### config.mk
export PLATFORM = sky130hd
export DESIGN_NAME = hole_wall_top
export DESIGN_NICKNAME = d
export VERILOG_FILES = /design/src/game_pkg.sv /design/src/video_pkg.sv /design/src/game_fsm.sv /design/src/hole_wall_top.sv /design/src/phase_timer.sv /design/src/pixel_mixer.sv /design/src/pose_scorer.sv /design/src/start_gate.sv
export SDC_FILE = /design/constraint.sdc
export NUM_CORES = 1
export LEC_CHECK = 0
export ABC_AREA = 1
export BUFFER_PORTS_ARGS = -buffer_cell sky130_fd_sc_hd__buf_4
export CAP_MARGIN = 10
export CORE_MARGIN = 2
export CORE_UTILIZATION = 40
export CTS_CLUSTER_DIAMETER = 80
export DETAILED_ROUTE_END_ITERATION = 7
export GPL_TIMING_DRIVEN = 0
export PLACE_DENSITY_LB_ADDON = 0.25
export SLEW_MARGIN = 20
export SYNTH_ARGS = -nofsm -noshare
export SYNTH_HDL_FRONTEND = slang
export SYNTH_SLANG_ARGS = --single-unit
### constraint.sdc
create_clock -name clk -period 4.5 [get_ports clk]
set_clock_uncertainty 0.2 [all_clocks]
set_input_delay 0 -clock clk [delete_from_list [all_inputs] [get_ports clk]]
set_output_delay 0 -clock clk [all_outputs]
set_load 0.01 [all_outputs]
### src/game_pkg.sv
package game_pkg;

    // what the pixel mixer paints under the text
    typedef enum logic [1:0] {
        PH_CAMERA,
        PH_GATE,
        PH_POSE
    } phase_t;

    // codes understood by the text overlay
    typedef enum logic [3:0] {
        TXT_TITLE     = 4'd0,
        TXT_BLANK     = 4'd1,
        TXT_PENALTY   = 4'd2,
        TXT_ROUND     = 4'd3,
        TXT_COUNTDOWN = 4'd5,
        TXT_PASS      = 4'd6,
        TXT_FAIL      = 4'd7,
        TXT_ADVANTAGE = 4'd8,
        TXT_FINAL     = 4'd9
    } txt_mode_t;

    typedef logic signed [13:0] score_t;  // shown on the overlay
    typedef logic [18:0] tally_t;         // full frame of pixels fits

    // sound player request codes
    localparam logic [1:0] SOUND_PASS = 2'b01;
    localparam logic [1:0] SOUND_FAIL = 2'b10;

endpackage

### src/video_pkg.sv
package video_pkg;

    typedef logic [9:0] coord_t;  // x or y position
    typedef logic [3:0] chan_t;   // one of r, g, b

    // overlay colours with red in the top channel
    localparam chan_t [2:0] COL_BLACK = {
        4'h0,
        4'h0,
        4'h0
    };
    localparam chan_t [2:0] COL_WHITE = {
        4'hF,
        4'hF,
        4'hF
    };
    localparam chan_t [2:0] COL_RED = {
        4'hF,
        4'h0,
        4'h0
    };
    localparam chan_t [2:0] COL_YELLOW = {
        4'hF,
        4'hF,
        4'h0
    };
    localparam chan_t [2:0] COL_CYAN = {
        4'h0,
        4'hA,
        4'hF
    };

endpackage
### src/game_fsm.sv
`timescale 1ns/1ps

module game_fsm #(
    parameter int PASS_SCORE = 300,
    parameter int ROUNDS     = 5
) (
    input  logic                 clk,
    input  logic                 reset,
    input  logic                 btn_start,
    input  logic                 pattern_valid,
    input  logic                 frame_end,
    input  logic                 expired,
    input  logic                 gate_ready,
    input  game_pkg::score_t     advantage,
    input  game_pkg::score_t     penalty,
    input  game_pkg::score_t     round_score,
    output logic                 count_frames,
    output logic                 count_cycles,
    output logic                 gate_active,
    output logic                 tally_clear,
    output logic                 tally_on,
    output game_pkg::phase_t     phase,
    output logic                 pattern_load,
    output logic [2:0]           pattern_num,
    output logic                 frame_stop,
    output logic [1:0]           sound_option,
    output game_pkg::score_t     score,
    output game_pkg::txt_mode_t  txt_mode
);

    import game_pkg::*;

    typedef enum logic [3:0] {
        IDLE,
        GATE,
        LOAD,
        WAIT_PATTERN,
        POSE,
        SCORE,
        SHOW_ADV,
        SHOW_PEN,
        SHOW_ROUND,
        VERDICT,
        FINAL
    } state_t;

    state_t state, state_next;
    score_t total;
    logic   passed;
    logic   round_pass;

    assign round_pass = (round_score >= PASS_SCORE);

    always_comb begin
        state_next = state;
        case (state)
            IDLE:         if (btn_start) state_next = GATE;
            GATE:         if (gate_ready) state_next = LOAD;
            LOAD:         state_next = WAIT_PATTERN;
            WAIT_PATTERN: if (pattern_valid) state_next = POSE;
            POSE:         if (expired) state_next = SCORE;  // lands on a frame_end
            SCORE:        if (frame_end) state_next = SHOW_ADV;
            SHOW_ADV:     if (expired) state_next = SHOW_PEN;
            SHOW_PEN:     if (expired) state_next = SHOW_ROUND;
            SHOW_ROUND:   if (expired) state_next = VERDICT;
            VERDICT: begin
                if (expired) begin
                    if (passed && (int'(pattern_num) < ROUNDS - 1)) begin
                        state_next = LOAD;
                    end else begin
                        state_next = FINAL;
                    end
                end
            end
            FINAL:        if (btn_start) state_next = IDLE;
            default:      state_next = IDLE;
        endcase
    end

    always_ff @(posedge clk or posedge reset) begin
        if (reset) begin
            state        <= IDLE;
            pattern_num  <= '0;
            frame_stop   <= 1'b0;
            sound_option <= 2'b00;
            total        <= '0;
            passed       <= 1'b0;
        end else begin
            state        <= state_next;
            sound_option <= 2'b00;
            if (state == WAIT_PATTERN && pattern_valid) frame_stop <= 1'b0;
            if (state == POSE && expired) frame_stop <= 1'b1;  // freeze for scoring
            if (state == SHOW_PEN && expired) total <= total + round_score;
            if (state == SHOW_ROUND && expired) begin
                passed       <= round_pass;
                sound_option <= round_pass ? SOUND_PASS : SOUND_FAIL;
            end
            if (state == VERDICT && expired && passed) pattern_num <= pattern_num + 1'b1;
            if (state == FINAL && btn_start) begin
                total       <= '0;
                pattern_num <= '0;
            end
        end
    end

    assign count_frames = (state == POSE);
    assign count_cycles = (state inside {SHOW_ADV, SHOW_PEN, SHOW_ROUND, VERDICT});
    assign gate_active  = (state == GATE);
    assign pattern_load = (state == LOAD);
    assign tally_clear  = (state == LOAD);  // fresh tallies each round
    assign tally_on     = (state == SCORE);

    always_comb begin
        phase    = PH_POSE;
        txt_mode = TXT_BLANK;
        score    = '0;
        case (state)
            IDLE: begin
                phase    = PH_CAMERA;
                txt_mode = TXT_TITLE;
            end
            GATE: begin
                phase    = PH_GATE;
                txt_mode = TXT_TITLE;
            end
            LOAD, WAIT_PATTERN: phase = PH_CAMERA;
            POSE:     txt_mode = TXT_COUNTDOWN;
            SHOW_ADV: begin
                txt_mode = TXT_ADVANTAGE;
                score    = advantage;
            end
            SHOW_PEN: begin
                txt_mode = TXT_PENALTY;
                score    = penalty;
            end
            SHOW_ROUND: begin
                txt_mode = TXT_ROUND;
                score    = round_score;
            end
            VERDICT: begin
                txt_mode = passed ? TXT_PASS : TXT_FAIL;
                score    = round_score;
            end
            FINAL: begin
                phase    = PH_CAMERA;
                txt_mode = TXT_FINAL;
                score    = total;
            end
            default: ;
        endcase
    end

endmodule

### src/hole_wall_top.sv
`timescale 1ns/1ps

module hole_wall_top #(
    parameter int H_PIXELS    = 640,
    parameter int V_PIXELS    = 480,
    parameter int GATE_PIXELS = 800,
    parameter int GATE_FRAMES = 80,
    parameter int POSE_FRAMES = 450,
    parameter int HOLD_CYCLES = 250_000_000,
    parameter int SCORE_SHIFT = 6,
    parameter int PASS_SCORE  = 300,
    parameter int ROUNDS      = 5
) (
    input  logic                 clk,
    input  logic                 reset,
    input  logic                 pixel_en,
    input  logic                 de,
    input  video_pkg::coord_t    x_pixel,
    input  video_pkg::coord_t    y_pixel,
    input  logic                 chroma,
    input  logic                 in_polygon,
    input  video_pkg::chan_t     cam_red,
    input  video_pkg::chan_t     cam_green,
    input  video_pkg::chan_t     cam_blue,
    input  logic [1:0]           txt_out,
    input  logic                 btn_start,
    input  logic                 pattern_valid,
    output logic                 pattern_load,
    output logic [2:0]           pattern_num,
    output logic                 frame_stop,
    output logic [1:0]           sound_option,
    output game_pkg::score_t     score,
    output game_pkg::txt_mode_t  txt_mode,
    output video_pkg::chan_t     red,
    output video_pkg::chan_t     green,
    output video_pkg::chan_t     blue
);

    import game_pkg::*;

    logic   frame_end;
    logic   expired;
    logic   count_frames;
    logic   count_cycles;
    logic   gate_active;
    logic   gate_lit;
    logic   gate_ready;
    logic   tally_clear;
    logic   tally_on;
    score_t advantage;
    score_t penalty;
    score_t round_score;
    phase_t phase;

    phase_timer #(
        .H_PIXELS(H_PIXELS), .V_PIXELS(V_PIXELS),
        .POSE_FRAMES(POSE_FRAMES), .HOLD_CYCLES(HOLD_CYCLES)
    ) u_phase_timer (
        .clk(clk), .reset(reset), .pixel_en(pixel_en), .x_pixel(x_pixel),
        .y_pixel(y_pixel), .count_frames(count_frames), .count_cycles(count_cycles),
        .frame_end(frame_end), .expired(expired)
    );

    start_gate #(
        .H_PIXELS(H_PIXELS), .V_PIXELS(V_PIXELS),
        .GATE_PIXELS(GATE_PIXELS), .GATE_FRAMES(GATE_FRAMES)
    ) u_start_gate (
        .clk(clk), .reset(reset), .gate_active(gate_active), .pixel_en(pixel_en),
        .frame_end(frame_end), .x_pixel(x_pixel), .y_pixel(y_pixel), .chroma(chroma),
        .gate_lit(gate_lit), .gate_ready(gate_ready)
    );

    pose_scorer #(
        .SCORE_SHIFT(SCORE_SHIFT)
    ) u_pose_scorer (
        .clk(clk), .reset(reset), .tally_clear(tally_clear), .tally_on(tally_on),
        .pixel_en(pixel_en), .chroma(chroma), .in_polygon(in_polygon),
        .advantage(advantage), .penalty(penalty), .round_score(round_score)
    );

    game_fsm #(
        .PASS_SCORE(PASS_SCORE), .ROUNDS(ROUNDS)
    ) u_game_fsm (
        .clk(clk), .reset(reset), .btn_start(btn_start), .pattern_valid(pattern_valid),
        .frame_end(frame_end), .expired(expired), .gate_ready(gate_ready),
        .advantage(advantage), .penalty(penalty), .round_score(round_score),
        .count_frames(count_frames), .count_cycles(count_cycles),
        .gate_active(gate_active), .tally_clear(tally_clear), .tally_on(tally_on),
        .phase(phase), .pattern_load(pattern_load), .pattern_num(pattern_num),
        .frame_stop(frame_stop), .sound_option(sound_option), .score(score),
        .txt_mode(txt_mode)
    );

    pixel_mixer u_pixel_mixer (
        .clk(clk), .reset(reset), .phase(phase), .de(de), .txt_out(txt_out),
        .chroma(chroma), .in_polygon(in_polygon), .gate_lit(gate_lit),
        .cam_red(cam_red), .cam_green(cam_green), .cam_blue(cam_blue),
        .red(red), .green(green), .blue(blue)
    );

endmodule

### src/phase_timer.sv
`timescale 1ns/1ps

module phase_timer #(
    parameter int H_PIXELS    = 640,
    parameter int V_PIXELS    = 480,
    parameter int POSE_FRAMES = 450,
    parameter int HOLD_CYCLES = 250_000_000
) (
    input  logic              clk,
    input  logic              reset,
    input  logic              pixel_en,
    input  video_pkg::coord_t x_pixel,
    input  video_pkg::coord_t y_pixel,
    input  logic              count_frames,
    input  logic              count_cycles,
    output logic              frame_end,
    output logic              expired
);

    import video_pkg::*;

    localparam int CNT_MAX = (POSE_FRAMES > HOLD_CYCLES) ? POSE_FRAMES : HOLD_CYCLES;
    localparam int CNT_W   = $clog2(CNT_MAX + 1);

    logic [CNT_W-1:0] cnt;
    logic             step;
    logic [CNT_W-1:0] last;

    assign frame_end = pixel_en && (x_pixel == coord_t'(H_PIXELS - 1))
                                && (y_pixel == coord_t'(V_PIXELS - 1));

    // one counter for frames or clocks
    assign step    = count_frames ? frame_end : count_cycles;
    assign last    = count_frames ? CNT_W'(POSE_FRAMES - 1) : CNT_W'(HOLD_CYCLES - 1);
    assign expired = step && (cnt == last);

    always_ff @(posedge clk or posedge reset) begin
        if (reset) begin
            cnt <= '0;
        end else if ((!count_frames && !count_cycles) || expired) begin
            cnt <= '0;  // idle or restart for back to back holds
        end else if (step) begin
            cnt <= cnt + 1'b1;
        end
    end

endmodule

### src/pixel_mixer.sv
`timescale 1ns/1ps

module pixel_mixer (
    input  logic              clk,
    input  logic              reset,
    input  game_pkg::phase_t  phase,
    input  logic              de,
    input  logic [1:0]        txt_out,
    input  logic              chroma,
    input  logic              in_polygon,
    input  logic              gate_lit,
    input  video_pkg::chan_t  cam_red,
    input  video_pkg::chan_t  cam_green,
    input  video_pkg::chan_t  cam_blue,
    output video_pkg::chan_t  red,
    output video_pkg::chan_t  green,
    output video_pkg::chan_t  blue
);

    import video_pkg::*;
    import game_pkg::*;

    chan_t [2:0] cam;
    chan_t [2:0] mix;
    chan_t [2:0] mix_reg;

    assign cam = {cam_red, cam_green, cam_blue};

    always_comb begin
        if (txt_out[1]) begin
            mix = COL_BLACK;  // glyph outline
        end else if (txt_out[0]) begin
            mix = COL_WHITE;
        end else begin
            case (phase)
                PH_GATE: mix = gate_lit ? COL_RED : cam;
                PH_POSE: begin
                    if (in_polygon) begin
                        mix = chroma ? COL_CYAN : cam;  // hole open vs filled
                    end else begin
                        mix = chroma ? COL_YELLOW : COL_RED;  // wall vs body outside
                    end
                end
                default: mix = cam;
            endcase
        end
    end

    always_ff @(posedge clk or posedge reset) begin
        if (reset) begin
            mix_reg <= COL_BLACK;
        end else begin
            mix_reg <= mix;
        end
    end

    // blank outside the active area
    assign {red, green, blue} = de ? mix_reg : COL_BLACK;

endmodule

### src/pose_scorer.sv
`timescale 1ns/1ps

module pose_scorer #(
    parameter int SCORE_SHIFT = 6
) (
    input  logic              clk,
    input  logic              reset,
    input  logic              tally_clear,
    input  logic              tally_on,
    input  logic              pixel_en,
    input  logic              chroma,
    input  logic              in_polygon,
    output game_pkg::score_t  advantage,
    output game_pkg::score_t  penalty,
    output game_pkg::score_t  round_score
);

    import game_pkg::*;

    tally_t adv_tally;
    tally_t pen_tally;
    tally_t adv_shift;
    tally_t pen_shift;

    always_ff @(posedge clk or posedge reset) begin
        if (reset) begin
            adv_tally <= '0;
            pen_tally <= '0;
        end else if (tally_clear) begin
            adv_tally <= '0;
            pen_tally <= '0;
        end else if (tally_on && pixel_en && !chroma) begin
            // only person pixels count
            if (in_polygon) begin
                adv_tally <= adv_tally + 1'b1;
            end else begin
                pen_tally <= pen_tally + 1'b1;
            end
        end
    end

    assign adv_shift = adv_tally >> SCORE_SHIFT;
    assign pen_shift = pen_tally >> SCORE_SHIFT;

    assign advantage   = adv_shift[13:0];
    assign penalty     = pen_shift[13:0];
    assign round_score = advantage - penalty;  // may go negative

endmodule

### src/start_gate.sv
`timescale 1ns/1ps

module start_gate #(
    parameter int H_PIXELS    = 640,
    parameter int V_PIXELS    = 480,
    parameter int GATE_PIXELS = 800,
    parameter int GATE_FRAMES = 80
) (
    input  logic              clk,
    input  logic              reset,
    input  logic              gate_active,
    input  logic              pixel_en,
    input  logic              frame_end,
    input  video_pkg::coord_t x_pixel,
    input  video_pkg::coord_t y_pixel,
    input  logic              chroma,
    output logic              gate_lit,
    output logic              gate_ready
);

    import video_pkg::*;

    // central half of the frame
    localparam int BOX_X0 = H_PIXELS / 4;
    localparam int BOX_X1 = H_PIXELS - BOX_X0;
    localparam int BOX_Y0 = V_PIXELS / 4;
    localparam int BOX_Y1 = V_PIXELS - BOX_Y0;
    localparam int BOX_H  = BOX_Y1 - BOX_Y0;
    localparam int PIX_W  = $clog2(H_PIXELS * V_PIXELS + 1);
    localparam int FILL_W = $clog2(GATE_FRAMES + 1);

    logic              in_box;
    logic              occupied;
    logic [PIX_W-1:0]  pix_cnt;
    logic [FILL_W-1:0] fill;

    assign in_box = (x_pixel >= coord_t'(BOX_X0)) && (x_pixel < coord_t'(BOX_X1))
                 && (y_pixel >= coord_t'(BOX_Y0)) && (y_pixel < coord_t'(BOX_Y1));

    assign occupied = (pix_cnt >= PIX_W'(GATE_PIXELS));

    // bar rises from the bottom edge of the box
    assign gate_lit = in_box
                   && ((BOX_Y1 - int'(y_pixel)) * GATE_FRAMES <= int'(fill) * BOX_H);

    always_ff @(posedge clk or posedge reset) begin
        if (reset) begin
            pix_cnt    <= '0;
            fill       <= '0;
            gate_ready <= 1'b0;
        end else begin
            gate_ready <= 1'b0;
            if (!gate_active) begin
                pix_cnt <= '0;
                fill    <= '0;
            end else if (frame_end) begin
                pix_cnt <= '0;
                if (occupied) begin
                    if (fill == FILL_W'(GATE_FRAMES - 1)) begin
                        fill       <= '0;
                        gate_ready <= 1'b1;  // full bar
                    end else begin
                        fill <= fill + 1'b1;
                    end
                end else if (fill != '0) begin
                    fill <= fill - 1'b1;  // person left the box
                end
            end else if (pixel_en && in_box && !chroma) begin
                pix_cnt <= pix_cnt + 1'b1;
            end
        end
    end

endmodule

==> qor.csv <==
stage,metric,value,unit
die,Core ar.,27800,sq um
synthesis,top post-synthesis cells by area,"dfrtp_1 29%, nand2_1 11%, ha_1 9.9%",
status,status,"finished, violations left",
power,VDD IR max,0.000251,V
placement,routability cong.,0.904,
synthesis,main combinational cell family by area after synthesis,simple AND/OR/NAND/NOR gates,
global_route,global-route wire length before repair,51.3,mm
route,Detailed Routing Iterations Pass 1,5,
sta,fmax,220,MHz
placement,post-place instance area,12400,sq um
synthesis,Post-Synthesis Cells,1589,
clock_network,CTS Sinks,130,
layout,Synth-to-Final Area Change,19.9,%
route,via count,11000,
synthesis,Synth Net Count,1734,
die,chip width,172,um
power,Combinational Power Share,49.2,%
synthesis,share of the yosys chip area belonging to registers,28.8,%
synthesis,Synth top area share,28.8,%
layout,Reg with most FFs,u_phase_timer.cnt,
synthesis,fraction of registers with async set/reset,100,%
worst_setup_path,CP Class,flip-flop to flip-flop,
synthesis,leading area contributor after synthesis,dfrtp_1,
synthesis,Synth Register Bits,130,
route,total wire length,30.9,mm
clock_network,Inserted Clock Buffers,17,
power,sw power,0.00234,W
die,I/O Pins,79,
sta,Tcrit/Tclk final,101,%
global_route,total track usage,21.5,%
synthesis,Post-synth EDFFs,0,
sta,"Hold Vio Cnt, Final",0,
power,PnR Total Power,0.00554,W
synthesis,most numerous cell in the Yosys netlist,nand2_1,
synthesis,main flop type after synthesis,dfrtp_1,
clock_network,TritonCTS clock tree,done,
sta,Slew HR,50.7,%
worst_setup_path,Worst EP required,4.61,ns
synthesis,Synth Area in Adders,12.3,%
worst_setup_path,"Arr. time, crit path",4.64,ns
clock_network,CTS max path bufs,2,
global_route,vias in the first global route,10700,
die,row count,61,
global_route,GRT overflow,0,
layout,Multi-input gate area,6970,sq um
power,Clock power frac,25.6,%
sta,Least-Margin Pin Slew,0.736,ns
synthesis,Synth Cell Area,11300,sq um
synthesis,Post-Synth XOR/XNOR Area,4.11,%
route,initial DRC count,742,
power,Pleak,6.60,nW
placement,Port Buf Inserts,76,
die,die area,29600,sq um
global_route,largest net degree at the start of global routing,80,
layout,Reg area,3260,sq um
power,PwrDens,409,nW/um^2
sta,hold slack,0.0237,ns
clock_network,later-pin clock latency in the skew report,0.43,ns
layout,Util after Layout,48.7,%
sta,Final TNS setup,-0.0735,ns
worst_hold_path,worst hold path class,primary input to flip-flop,
clock_network,Root Driver,clkbuf_16,
sta,post-layout worst setup margin,-0.0381,ns
status,violated checks,negative setup slack,
layout,layout cells sized above 1,14.1,%
power,internal power,0.00320,W
route,average routed wire per standard cell,14.5,um
synthesis,top post-synthesis cells by count,"316 x nand2_1, 257 x inv_1, 130 x dfrtp_1",
worst_setup_path,r2r setup slk,-0.04,ns
route,Post-route DRC,0,
job,max-cap viol count,0,
layout,final instance area,13500,sq um
sta,crit path time final,4.54,ns
route,vias per cell,5.19,
sta,Setup-failing EPs final,7,
die,Die H,172,um
synthesis,post-synthesis compound-gate area fraction,15.1,%
worst_setup_path,Worst setup SP type,flip-flop,
synthesis,YS warnings,0,
synthesis,Synth cell types,66,
synthesis,average cell area after synthesis,7.10,sq um
die,Starting Density,40.6,%
placement,DP HPWL,23.4,mm
global_route,initial antenna violation count,1,
worst_setup_path,crit path max fanout,5,
route,post-route ant nets,0,
worst_setup_path,Crit. End Element,flip-flop,
layout,fin nets,1880,
synthesis,Simple-Gate Fraction of Synth Area,29.3,%
clock_network,clock transition at the registers of the reported paths,0.05,ns
power,share of power burned in registers,25.2,%
sta,RSZ-0062 raised after global routing,true,
sta,"Slew Viols, Final",0,
synthesis,post-synthesis mux area share,0,%
layout,fill count,2791,
layout,max reg flops,28,
clock_network,H-tree Lvls,4,
power,switching power share of the total,42.3,%
-- through the flow --
step / worst slack [ns] / instances
after floorplan: 0.149 / 1589
after global placement: -1.16 / 2043
after detailed placement: -0.464 / 2044
after CTS: 0.0190 / 2118
after global routing: -0.343 / 2124
final: -0.0381 / 2125
-- path summary, 6_finish.rpt --
| check | start | endpoint | cells after the start |
|---|---|---|---|
| max | u_start_gate.fill[0] | u_pixel_mixer.mix_reg[2] | 27 |
| min | x_pixel[1] | u_start_gate.gate_ready | 5 |
| max reg2reg | u_start_gate.fill[0] | u_pixel_mixer.mix_reg[2] | 27 |
| min reg2reg | u_pose_scorer.pen_tally[17] | u_pose_scorer.pen_tally[17] | 1 |
| max in group asynchronous | reset | u_start_gate.fill[0] | 5 |
| min in group asynchronous | reset | u_pixel_mixer.mix_reg[4] | 4 |
-- what timing repair did --
item / 4_1_cts / 5_1_grt
gates cloned: 1 / 0
pin swaps: 8 / 15
setup endpoints to repair: 12 / 12
endpoints found under the hold margin: 169 / 0
setup buffers: 9 / 6
gates resized for setup: 24 / 19
hold buffers: 34 / 0
-- worst max-delay path, stage by stage (launching register included) --
cell and delay (ns):
dfrtp_2 0.42, fa_1 0.58, inv_2 0.05, fa_1 0.55, inv_2 0.06, fa_2 0.40
nand3_2 0.08, nand2_2 0.06, a21oi_2 0.13, o21ai_2 0.08, a21oi_1 0.13, nor2_1 0.06
nor2_1 0.11, xor2_1 0.21, ha_1 0.29, inv_1 0.06, nor2_1 0.03, nor3_1 0.17
nand2_1 0.07, inv_1 0.07, nand3_2 0.06, nand3_2 0.09, nand2_4 0.07, buf_6 0.15
nand2_4 0.05, nand3_2 0.05, nand2_1 0.07, inv_2 0.06
-- area by class of cell --
cell class	count	share of cell area, %
clock buffer	19	3.27
antenna	1	0.0185
timing repair buffer	127	7.85
tap	378	3.49
multi-input combinational	1158	51.5
inverter	274	7.72
sequential	130	24.1
buffer	27	1.08
clock inverter	11	1.03
-- cell usage in the layout, fill, tap and decap left out, types with 42 or more instances in the layout --
cell	count
nand2_1	309
inv_1	247
dfrtp_1	125
nor2_1	122
a21oi_1	102
o21ai_0	99
buf_4	94
nand3_1	93
ha_1	87
nor3_1	64
xor2_1	42
-- power groups by stage --
stage               logic (W)  registers, W  clock network [W]
floorplan             0.00183       0.00138                  0
global placement      0.00239       0.00141                  0
detailed placement    0.00245       0.00141                  0
CTS                   0.00264       0.00139            0.00144
global route          0.00311       0.00141            0.00149
finish                0.00273       0.00140            0.00142
-- logic make-up (layout without fill, tap and decap cells) --
family	count (synthesis)	in the layout
other cells	0	1
xor+xnor	53	53
simple gates	711	711
fa+ha+maj	103	103
buf+inv	301	458
compound gates	291	291
flops	130	130
-- per-layer routing --
| layer | track usage (%) | routed length (um) | vias up |
|---|---|---|---|
| li1 | - | - | 5557 |
| met1 | 29.3 | 14700 | 5195 |
| met2 | 35.7 | 14400 | 236 |
| met3 | 3.50 | 1320 | 37 |
| met4 | 5.55 | 462 | 0 |
| met5 | 0 | 0 | - |
(Power assumes the default switching activity.)
